===== src/common/trace_pkg.sv =====
/* Widths, packed structs and state enums shared by the trace capture design.
   Every RTL module takes what it needs through a wildcard import in its header. */

`default_nettype none

package trace_pkg;

   typedef logic [3:0] nibble_t;          // one trace port sample
   typedef logic [7:0] byte_t;            // one assembled trace byte

   localparam int BUFFER_BYTES = 4;

   // byte 0 is the newest
   typedef logic [BUFFER_BYTES*8-1:0] buffer_t;

   // seven F nibbles then a 7, oldest nibble in the top bits
   localparam logic [31:0] SYNC_WORD = 32'hffff_fff7;

   typedef struct packed {
      buffer_t pattern;
      buffer_t mask;                      // 1 = bit takes part in the compare
      logic    enable;
      logic    trig_enable;               // hit may start the trigger pulse
   } match_rule_t;

   typedef struct packed {
      logic [15:0] delay;                 // cycles between hit and pulse
      logic [15:0] width;                 // pulse length, 0 acts as 1
   } trigger_cfg_t;

   typedef logic [3:0]  rule_id_t;        // up to 16 rules
   typedef logic [7:0]  hit_count_t;
   typedef logic [15:0] position_t;       // bytes seen since arm rose

   localparam hit_count_t HIT_COUNT_MAX = 8'hff;

   typedef struct packed {
      rule_id_t  rule;
      position_t position;
   } record_t;

   typedef enum logic {
      HUNT,
      SYNCED
   } decode_state_t;

   typedef enum logic [1:0] {
      IDLE,
      DELAY,
      PULSE,
      DONE
   } trigger_state_t;

endpackage

`default_nettype wire


===== src/trace_decode/trace_decode.sv =====
/* Trace port decoder. Hunts for the sync word in the nibble stream, then
   pairs nibbles into bytes, low nibble first, and strobes each byte out. */

`timescale 1ns/10ps
`default_nettype none

module trace_decode import trace_pkg::*; (
   input  wire          trace_clk,
   input  wire          reset,
   input  wire nibble_t trace_data,
   output logic         synced,
   output logic         byte_strobe,
   output byte_t        trace_byte
);

   decode_state_t state;
   logic [27:0]   history;                // previous seven nibbles
   logic [31:0]   window;                 // last eight nibbles incl. current
   logic          phase;                  // 1 = next nibble is the high half
   nibble_t       low_nibble;

   assign window = {history, trace_data};
   assign synced = (state == SYNCED);

   always_ff @(posedge trace_clk) begin
      if (reset) begin
         state       <= HUNT;
         history     <= '0;
         phase       <= 1'b0;
         byte_strobe <= 1'b0;
      end else begin
         history     <= window[27:0];
         byte_strobe <= 1'b0;

         case (state)
            HUNT: begin
               // sync ends on this nibble, so the next one is a low half
               if (window == SYNC_WORD) begin
                  state <= SYNCED;
                  phase <= 1'b0;
               end
            end

            SYNCED: begin
               phase <= ~phase;
               if (phase) begin
                  byte_strobe <= 1'b1;
               end
            end

            default: state <= HUNT;
         endcase
      end
   end

   // byte assembly, payload only
   always_ff @(posedge trace_clk) begin
      if (state == SYNCED) begin
         if (phase) begin
            trace_byte <= {trace_data, low_nibble};
         end else begin
            low_nibble <= trace_data;
         end
      end
   end

endmodule

`default_nettype wire


===== src/pattern_match/pattern_match.sv =====
/* Sliding buffer of the newest trace bytes compared against a set of masked
   match rules. Flags hits one cycle after each byte and keeps a saturating
   hit count per rule. */

`timescale 1ns/10ps
`default_nettype none

module pattern_match import trace_pkg::*; #(
   parameter int NUM_RULES = 4
) (
   input  wire                               trace_clk,
   input  wire                               reset,
   input  wire                               byte_strobe,
   input  wire byte_t                        trace_byte,
   input  wire match_rule_t [NUM_RULES-1:0]  rules,
   output logic                              hit_strobe,
   output logic [NUM_RULES-1:0]              hit_rules,
   output logic [NUM_RULES-1:0]              trig_rules,
   output hit_count_t [NUM_RULES-1:0]        hit_counts
);

   buffer_t              buffer;
   buffer_t              buffer_next;
   logic [NUM_RULES-1:0] match_vec;       // rules matching the updated buffer
   logic [NUM_RULES-1:0] trig_mask;

   // new byte enters at byte 0, oldest drops out
   assign buffer_next = {buffer[(BUFFER_BYTES-1)*8-1:0], trace_byte};

   always_comb begin
      for (int i = 0; i < NUM_RULES; i++) begin
         match_vec[i] = rules[i].enable &&
                        (((buffer_next ^ rules[i].pattern) & rules[i].mask) == '0);
         trig_mask[i] = rules[i].trig_enable;
      end
   end

   always_ff @(posedge trace_clk) begin
      if (reset) begin
         buffer     <= '0;
         hit_strobe <= 1'b0;
         hit_rules  <= '0;
         trig_rules <= '0;
         hit_counts <= '0;
      end else begin
         hit_strobe <= byte_strobe && (|match_vec);
         hit_rules  <= byte_strobe ? match_vec : '0;
         trig_rules <= byte_strobe ? (match_vec & trig_mask) : '0;

         if (byte_strobe) begin
            buffer <= buffer_next;
            for (int i = 0; i < NUM_RULES; i++) begin
               if (match_vec[i] && (hit_counts[i] != HIT_COUNT_MAX)) begin
                  hit_counts[i] <= hit_counts[i] + 1'b1;   // sticks at 255
               end
            end
         end
      end
   end

endmodule

`default_nettype wire


===== src/verilog/trigger_pulse.sv =====
/* Delayed trigger pulse, fired once per arm period by the first hit of a
   rule with trig_enable set. One down counter serves delay and width. */

`timescale 1ns/10ps
`default_nettype none

module trigger_pulse import trace_pkg::*; #(
   parameter int NUM_RULES = 4
) (
   input  wire                       trace_clk,
   input  wire                       reset,
   input  wire                       arm,
   input  wire                       hit_strobe,
   input  wire [NUM_RULES-1:0]       trig_rules,
   input  wire trigger_cfg_t         trig_cfg,
   output logic                      trigger_out
);

   trigger_state_t state;
   logic [15:0]    count;
   logic [15:0]    width_last;            // last count value of the pulse
   logic           fire;

   assign fire        = arm && hit_strobe && (|trig_rules);
   assign width_last  = (trig_cfg.width == '0) ? '0 : trig_cfg.width - 1'b1;
   assign trigger_out = (state == PULSE);

   always_ff @(posedge trace_clk) begin
      if (reset) begin
         state <= IDLE;
         count <= '0;
      end else begin
         case (state)
            IDLE: begin
               if (fire) begin
                  if (trig_cfg.delay == '0) begin   // pulse starts right away
                     state <= PULSE;
                     count <= width_last;
                  end else begin
                     state <= DELAY;
                     count <= trig_cfg.delay - 1'b1;
                  end
               end
            end

            DELAY: begin
               if (count == '0) begin
                  state <= PULSE;
                  count <= width_last;
               end else begin
                  count <= count - 1'b1;
               end
            end

            PULSE: begin
               if (count == '0) begin
                  state <= DONE;
               end else begin
                  count <= count - 1'b1;
               end
            end

            // wait for arm to drop before the next pulse
            DONE:    if (!arm) state <= IDLE;

            default: state <= IDLE;
         endcase
      end
   end

endmodule

`default_nettype wire


===== src/verilog/capture_record.sv =====
/* Capture record writer. Counts trace bytes from the rising edge of arm and,
   on a hit while armed, emits the lowest hit rule and the byte position. */

`timescale 1ns/10ps
`default_nettype none

module capture_record import trace_pkg::*; #(
   parameter int NUM_RULES = 4
) (
   input  wire                  trace_clk,
   input  wire                  reset,
   input  wire                  arm,
   input  wire                  byte_strobe,
   input  wire                  hit_strobe,
   input  wire [NUM_RULES-1:0]  hit_rules,
   output logic                 record_valid,
   output record_t              record
);

   logic      arm_q;
   logic      arm_rise;
   position_t position;
   rule_id_t  first_rule;

   assign arm_rise = arm && !arm_q;

   // priority encoder, lowest rule number wins
   always_comb begin
      first_rule = '0;
      for (int i = NUM_RULES - 1; i >= 0; i--) begin
         if (hit_rules[i]) first_rule = rule_id_t'(i);
      end
   end

   always_ff @(posedge trace_clk) begin
      if (reset) begin
         arm_q        <= 1'b0;
         position     <= '0;
         record_valid <= 1'b0;
      end else begin
         arm_q        <= arm;
         record_valid <= hit_strobe && arm;
         if (arm_rise) begin
            position <= position_t'(byte_strobe);  // restart, count this byte
         end else if (arm && byte_strobe) begin
            position <= position + 1'b1;
         end
      end
   end

   // position already holds the hit byte here
   always_ff @(posedge trace_clk) begin
      if (hit_strobe) begin
         record.rule     <= first_rule;
         record.position <= position;
      end
   end

endmodule

`default_nettype wire


===== src/verilog/trace_top.sv =====
/* Top level of the trace capture design: decoder, pattern matcher, trigger
   pulse and capture record, all in the trace_clk domain. Configuration comes
   in as plain input ports. */

`timescale 1ns/10ps
`default_nettype none

module trace_top import trace_pkg::*; #(
   parameter int NUM_RULES = 4            // at most 16
) (
   input  wire                               trace_clk,
   input  wire                               reset,
   input  wire nibble_t                      trace_data,
   input  wire                               arm,
   input  wire match_rule_t [NUM_RULES-1:0]  rules,
   input  wire trigger_cfg_t                 trig_cfg,
   output wire                               synced,
   output wire                               trigger_out,
   output wire                               record_valid,
   output wire record_t                      record,
   output wire hit_count_t [NUM_RULES-1:0]   hit_counts
);

   logic                 byte_strobe;
   byte_t                trace_byte;
   logic                 hit_strobe;
   logic [NUM_RULES-1:0] hit_rules;
   logic [NUM_RULES-1:0] trig_rules;

   trace_decode u_decode (
      .trace_clk   (trace_clk),
      .reset       (reset),
      .trace_data  (trace_data),
      .synced      (synced),
      .byte_strobe (byte_strobe),
      .trace_byte  (trace_byte)
   );

   pattern_match #(
      .NUM_RULES   (NUM_RULES)
   ) u_match (
      .trace_clk   (trace_clk),
      .reset       (reset),
      .byte_strobe (byte_strobe),
      .trace_byte  (trace_byte),
      .rules       (rules),
      .hit_strobe  (hit_strobe),
      .hit_rules   (hit_rules),
      .trig_rules  (trig_rules),
      .hit_counts  (hit_counts)
   );

   trigger_pulse #(
      .NUM_RULES   (NUM_RULES)
   ) u_trigger (
      .trace_clk   (trace_clk),
      .reset       (reset),
      .arm         (arm),
      .hit_strobe  (hit_strobe),
      .trig_rules  (trig_rules),
      .trig_cfg    (trig_cfg),
      .trigger_out (trigger_out)
   );

   capture_record #(
      .NUM_RULES    (NUM_RULES)
   ) u_record (
      .trace_clk    (trace_clk),
      .reset        (reset),
      .arm          (arm),
      .byte_strobe  (byte_strobe),
      .hit_strobe   (hit_strobe),
      .hit_rules    (hit_rules),
      .record_valid (record_valid),
      .record       (record)
   );

endmodule

`default_nettype wire


===== config.mk =====
export PLATFORM = sky130hd
export DESIGN_NAME = trace_top
export DESIGN_NICKNAME = d
export VERILOG_FILES = /design/src/common/trace_pkg.sv /design/src/trace_decode/trace_decode.sv /design/src/pattern_match/pattern_match.sv /design/src/verilog/trigger_pulse.sv /design/src/verilog/capture_record.sv /design/src/verilog/trace_top.sv
export SDC_FILE = /design/constraint.sdc
export NUM_CORES = 1
export LEC_CHECK = 0
export BUFFER_PORTS_ARGS = -buffer_cell sky130_fd_sc_hd__buf_2
export CAP_MARGIN = 20
export CORE_MARGIN = 4
export CORE_UTILIZATION = 55
export CTS_BUF_LIST = sky130_fd_sc_hd__clkbuf_2
export DETAILED_ROUTE_END_ITERATION = 12
export GPL_TIMING_DRIVEN = 0
export PLACE_DENSITY = 0.88
export SETUP_SLACK_MARGIN = 0.02
export SKIP_CTS_REPAIR_TIMING = 1
export SKIP_LAST_GASP = 1
export SYNTH_ARGS = -nofsm -noshare
export SYNTH_HDL_FRONTEND = slang
export SYNTH_SLANG_ARGS = --single-unit
export TNS_END_PERCENT = 10

===== constraint.sdc =====
create_clock -name trace_clk -period 6.6 [get_ports trace_clk]
set_input_delay 0.33 -clock trace_clk [delete_from_list [all_inputs] [get_ports trace_clk]]
set_output_delay 0.33 -clock trace_clk [all_outputs]
set_load 0.02 [all_outputs]

# Word-level counts from Yosys, hierarchy flattened
# Index checks and enable logic that the tools add are counted.
[classes]
addsub = 8
multipliers = 0
div = 0
magnitude_cmp = 0
eq_ne = 14
n_shift = 0
mux = 22
bitwise = 12
reduce_logical = 39
[ops]
columns = ["op", "n"]
rows = [
  ["$and A32 B32 Y32", 4],
  ["$logic_not A32 Y1", 4],
  ["$xor A32 B32 Y32", 4],
  ["$mux W16", 5],
  ["$logic_not A16 Y1", 3],
  ["$pmux W16 S3", 1],
  ["$sub A16 B1 Y16 const B", 3],
  ["$add A8 B1 Y8 const B", 4],
  ["$eq A32 B32 Y1 const B", 1],
  ["$ne A8 B8 Y1 const B", 4],
  ["$add A16 B1 Y16 const B", 1],
  ["$mux W2", 7],
  ["$logic_and A1 B1 Y1", 13],
  ["$reduce_and A2 Y1", 6],
  ["$ne A2 B1 Y1 const B", 4],
  ["$pmux W2 S4", 1],
  ["$reduce_or A2 Y1", 4],
  ["$reduce_or A4 Y1", 2],
  ["$mux W1", 7],
  ["$and A4 B4 Y4", 1],
  ["$eq A2 B2 Y1 const B", 2],
  ["$ne A2 B2 Y1 const B", 2],
  ["$reduce_and A4 Y1", 1],
  ["$not A1 Y1", 3],
  ["other kinds (8)", 8],
]
[totals]
regBits = 164
latchBits = 0
ram_bits = 0
rom_bits = 0
input_bits = 303
output_inout_bits = 55
elab_cells = 119
n_memories = 0

# Longest topological paths before layout
[depth]
depth_word = 6
mapped_depth = 11
depth_no_buf = 9

# Cells and area by module
# A second synthesis with hierarchy kept.
[unflattened]
cells_unflattened = 1052
hier_area_um2 = 9624.2
[by_module_without_submodules]
columns = ["module", "n_inst", "cells_each", "area_per_inst_um2", "seq_area_each_um2"]
rows = [
  ["pattern_match", 1, 534, 4581.9, 1301.2],
  ["trigger_pulse", 1, 315, 2401.1, 360.3],
  ["capture_record", 1, 111, 1347.5, 900.9],
  ["trace_decode", 1, 92, 1293.7, 980.9],
]

# Least setup slack after synthesis
# Ideal clock, no wire load.
[synth_path]
path_type = "input-to-reg"
startpoint = "in trig_cfg[5] (netlist bit)"
endpoint = "reg u_trigger.count[15]"
setup_ns = 0.120
t_arrival_ns = 2.359
required_time_ns = 6.480
slack_ns = 4.121
path_stages = 7
n_path_buf = 0
cell_sequence = "or4_4 or4_4 o41a_1 a211o_1 a21oi_1 a311oi_1 o31a_1"
[synth_between]
elab_chain_len = 5
elab_cells_between_ends = 7
cone_classes = "add/sub: 1; mux: 5; reduce/logical: 1"
[synth_rtl]
columns = ["element", "line", "text"]
rows = [
  ["start, declared", "trace_top.sv:16", "input wire trigger_cfg_t trig_cfg,"],
  ["$sub A16 B1 Y16 / $logic_not A16 Y1 (equally long branches)", "trigger_pulse.sv:25", "assign width_last = (trig_cfg.width == '0) ? '0 : trig_cfg.width - 1'b1;"],
  ["$mux W16 *", "trigger_pulse.sv:25", ""],
  ["$mux W16", "trigger_pulse.sv:36", "if (trig_cfg.delay == '0) begin"],
  ["$mux W16", "trigger_pulse.sv:35", "if (fire) begin"],
  ["$pmux W16 S3 *", "trigger_pulse.sv:33", "case (state)"],
  ["end signal, assigned", "trigger_pulse.sv:38", "count <= width_last;"],
  ["end signal, assigned", "trigger_pulse.sv:41", "count <= trig_cfg.delay - 1'b1;"],
  ["end signal, assigned", "trigger_pulse.sv:49", "count <= width_last;"],
  ["end, declared", "trigger_pulse.sv:20", "logic [15:0] count;"],
]
# Mark *: on every way between the ends. The rest lies on a longest branch, timed or not. The select of a mux whose other input is x is not followed.
# A chain may end at the register's enable or synchronous reset.

# Worst setup path in the final report
[layout_path]
startpoint = "reg u_match.buffer[7]"
endpoint = "reg u_match.hit_counts[7] (netlist bit)"
[layout_between]
elab_chain_len = 6
[layout_rtl]
columns = ["element", "line", "text"]
rows = [
  ["start, declared", "pattern_match.sv:22", "buffer_t buffer;"],
  ["start signal, assigned", "pattern_match.sv:51", "buffer <= buffer_next;"],
  ["$xor A32 B32 Y32", "pattern_match.sv:33", "(((buffer_next ^ rules[i].pattern) & rules[i].mask) == '0);"],
  ["$and A32 B32 Y32", "pattern_match.sv:33", ""],
  ["$logic_not A32 Y1", "pattern_match.sv:33", ""],
  ["$logic_and A1 B1 Y1", "pattern_match.sv:32", "match_vec[i] = rules[i].enable &&"],
  ["$logic_and A1 B1 Y1", "pattern_match.sv:53", "if (match_vec[i] && (hit_counts[i] != HIT_COUNT_MAX)) begin"],
  ["$reduce_and A2 Y1 (no line)", "n/a", ""],
  ["end signal, assigned by index", "pattern_match.sv:54", "hit_counts[i] <= hit_counts[i] + 1'b1;"],
  ["end, declared", "pattern_match.sv:19", "output hit_count_t [NUM_RULES-1:0] hit_counts"],
]
# No other way between the ends.

==> flow_summary.yaml <==
timing:
  max_freq_ghz: 0.278
  tns_ps: 0
  min_period_ps: 3600
  setup_viol: 0
  slew_violations: 0
  worst_hold_slack_ps: -26.7
  slew_headroom: 0.369
  period_share: 0.545
  worstMarginPinSlew_ps: 945
  hold_viol: 2
  rsz0062_at_grt: "false"
  fin_skew_ps: 40.4
  setup_slack_ps: 3000
logic_synthesis:
  synth-simple-area-share: 0.218
  synth_edf_count: 30
  synth_top_family_by_area: "simple AND/OR/NAND/NOR gates"
  synth-adder-area-share: 0.0185
  yosys.area.top_type: "dfxtp_1"
  synth.area.top_cells: "dfxtp_1 (28%), xor2_1 (14%), edfxtp_1 (9.5%)"
  synth_compound_area_frac: 0.150
  synth_cells: 1082
  ys.flop_type: "dfxtp_1"
  synth_common_cells: "xor2_1 (151), dfxtp_1 (132), nor2_1 (109), nand2_1 (67), a22oi_1 (66)"
  ys_types: 61
  synth_top_area_frac: 0.279
  avgSynthCellArea_um2: 8.76
  ys_async_sr_fraction: 0
  ys_seq_elements: 162
  ys_warn_count: 0
  syn_area_um2: 9480
  synthXorXnorAreaFrac: 0.158
  synth_mux_area_frac: 0.0457
  synth.most_common_cell: "xor2_1"
  yosysSeqAreaShare: 0.374
floorplan:
  die_w_um: 139
  die-area_um2: 19400
  die_h_um: 139
  rows: 47
  ioPinCount: 358
  coreArea_um2: 16800
  start_util: 0.565
worst_setup_path:
  cp.arrival_ps: 4320
  critical_path_class: "flip-flop to flip-flop"
  rr_worst_depth: 8
  cp_max_fo: 7
  worstSetupEndpointType: "flip-flop"
  cp.required_ps: 7320
  startpoint_type: "flip-flop"
power_and_ir_drop:
  p_total_w: 0.00288
  pwr-share-clk: 0.189
  p_leak_nw: 5.08
  powerDensity_nw_per_um2: 242
  p_comb_frac: 0.413
  p_sw_w: 0.00118
  ir_drop_v: 0.000177
  intPower_w: 0.00170
  swShare: 0.408
  seqPwrFrac: 0.397
place:
  dp_hpwl_um: 30200
  port_buffers: 353
  gp_congestion: 1.02
  pre_cts_ws_ps: 3090
  dp_cells: 1656
global_routing:
  grt_usage: 0.359
  antenna_found_initial: 5
  gr-total-overflow: 0
  grt_max_degree: 21
  first_global_vias: 9471
  grt_pass1_wl_um: 53700
hold_path:
  hold_path_class: "input pin to flip-flop"
  hold_path_depth: 4
run_status:
  violations: "negative hold slack"
  status: "finished, violations left"
clock_tree:
  cts.sinks: 162
  cts_tree: "done"
  numCtsBuffers: 17
  insertion_delay_ps: 770
  clk_pin_slew_ps: 250
  h-tree-depth: 4
  clockBufferDepth: 2
  cts_root_buf: "clkbuf_2"
detailed_routing:
  firstDrtPassIters: 6
  vias: 10000
  routed_wl_um: 36800
  drc_errors: 0
  drtAntennaViolNets: 0
  dr.first_iter.drc_count: 935
  routedWlPerCell_um: 21.6
  vias_per_cell: 5.87
layout:
  final_nets: 1784
  final_cell_count_no_fill: 1704
  area_delta_synth_final_pct: 25.4
  drive_gt1_frac: 0.276
flow_run:
  drv_cap: 0
==> critical path, cell delays in order, from the launching register on <==
cell	delay, ps
dfxtp_1	350
clkbuf_1	460
xor2_1	140
a22oi_1	450
nand4_1	230
a2111oi_2	850
nand3_1	420
or4_1	520
a21oi_1	160
==> routing by layer <==
metal,wire [µm],vias up,share of wire,track usage
met2,17900,587,0.49,0.611
met5,0,-,0,0
li1,-,4682,-,-
met3,3070,89,0.083,0.0655
met1,14200,4648,0.39,0.445
met4,1640,0,0.044,0.158
==> kinds of logic after synthesis <==
group | after synthesis
adders and majority gates | 14
buffers and inverters | 86
xor gates and xnor gates | 171
DFF | 162
AOI/OAI and AO/OA | 207
and+or+nand+nor | 399
other | 1
muxes | 42
==> placed cells by master (no fill, tap or decap), types with 5 or more instances in the layout <==
cell type | netlist | routed
nand2_1 | 67 | 67
o31ai_1 | 10 | 10
edfxtp_1 | 30 | 30
or4_1 | 16 | 16
a22oi_1 | 66 | 66
mux2i_1 | 32 | 32
nor4_1 | 19 | 19
nand2b_1 | 5 | 5
o211ai_1 | 7 | 7
ha_1 | 14 | 14
mux2_2 | 10 | 10
o41ai_1 | 6 | 6
xor2_1 | 151 | 151
nor2b_1 | 49 | 49
o21ai_0 | 26 | 26
a21oi_1 | 47 | 47
nand3_1 | 27 | 27
buf_2 | 4 | 357
nor2_1 | 109 | 109
buf_1 | 7 | 7
clkbuf_2 | 0 | 20
a31oi_1 | 5 | 5
inv_1 | 18 | 18
or3_1 | 17 | 17
dfxtp_1 | 132 | 132
nand4_1 | 38 | 38
and2_1 | 6 | 6
xnor2_1 | 20 | 20
a311oi_1 | 5 | 5
dlygate4sd3_1 | 0 | 12
a211oi_1 | 6 | 6
clkbuf_1 | 54 | 54
nor3_1 | 28 | 28
==> power groups by stage <==
stage	registers (W)	clock network, W	logic [W]
2_1_floorplan	0.00114	0	0.000797
3_3_place_gp	0.00116	0	0.00114
3_5_place_dp	0.00116	0	0.00114
4_1_cts	0.00114	0.000542	0.00114
5_1_grt	0.00115	0.000583	0.00130
6_report	0.00114	0.000545	0.00119
==> stage by stage <==
step,cell area (µm²),util
finish,11900,0.709
global route,11900,0.709
CTS,11700,0.701
detailed placement,11500,0.687
global placement,11500,0.687
floorplan,9480,-
==> area by class of cell <==
type                       count  area, µm²
buffer                        67        264
clock buffer                  20        100
inverter                      19       71.3
tap                          220        275
antenna                        4       10.0
clock inverter                12        128
timing repair buffer         365       1890
fill                        1406       4880
sequential                   162       3540
multi-input combinational    835       5600
==> flip-flops by register name (all words and copies together), names as in the netlist, 8 cells and up <==
register	flops
u_match.hit_counts	32
u_decode.history	28
u_match.buffer	24
u_record.record	18
u_record.position	16
u_trigger.count	16
u_decode.trace_byte	8
==> final timing paths <==
kind,start,to,slack [ps]
hold / removal,rules[97],u_match.trig_rules[1]$_SDFF_PP0_,-30
hold reg to reg,u_decode.low_nibble[2]$_DFFE_PP_,u_decode.trace_byte[2]$_DFFE_PP_,460
setup reg to reg,u_match.buffer[7]$_SDFFE_PP0P_,u_match.hit_counts[7]$_SDFFE_PP0P_,3000
setup / recovery,u_match.buffer[7]$_SDFFE_PP0P_,u_match.hit_counts[7]$_SDFFE_PP0P_,3000
(Power assumes the default switching activity.)
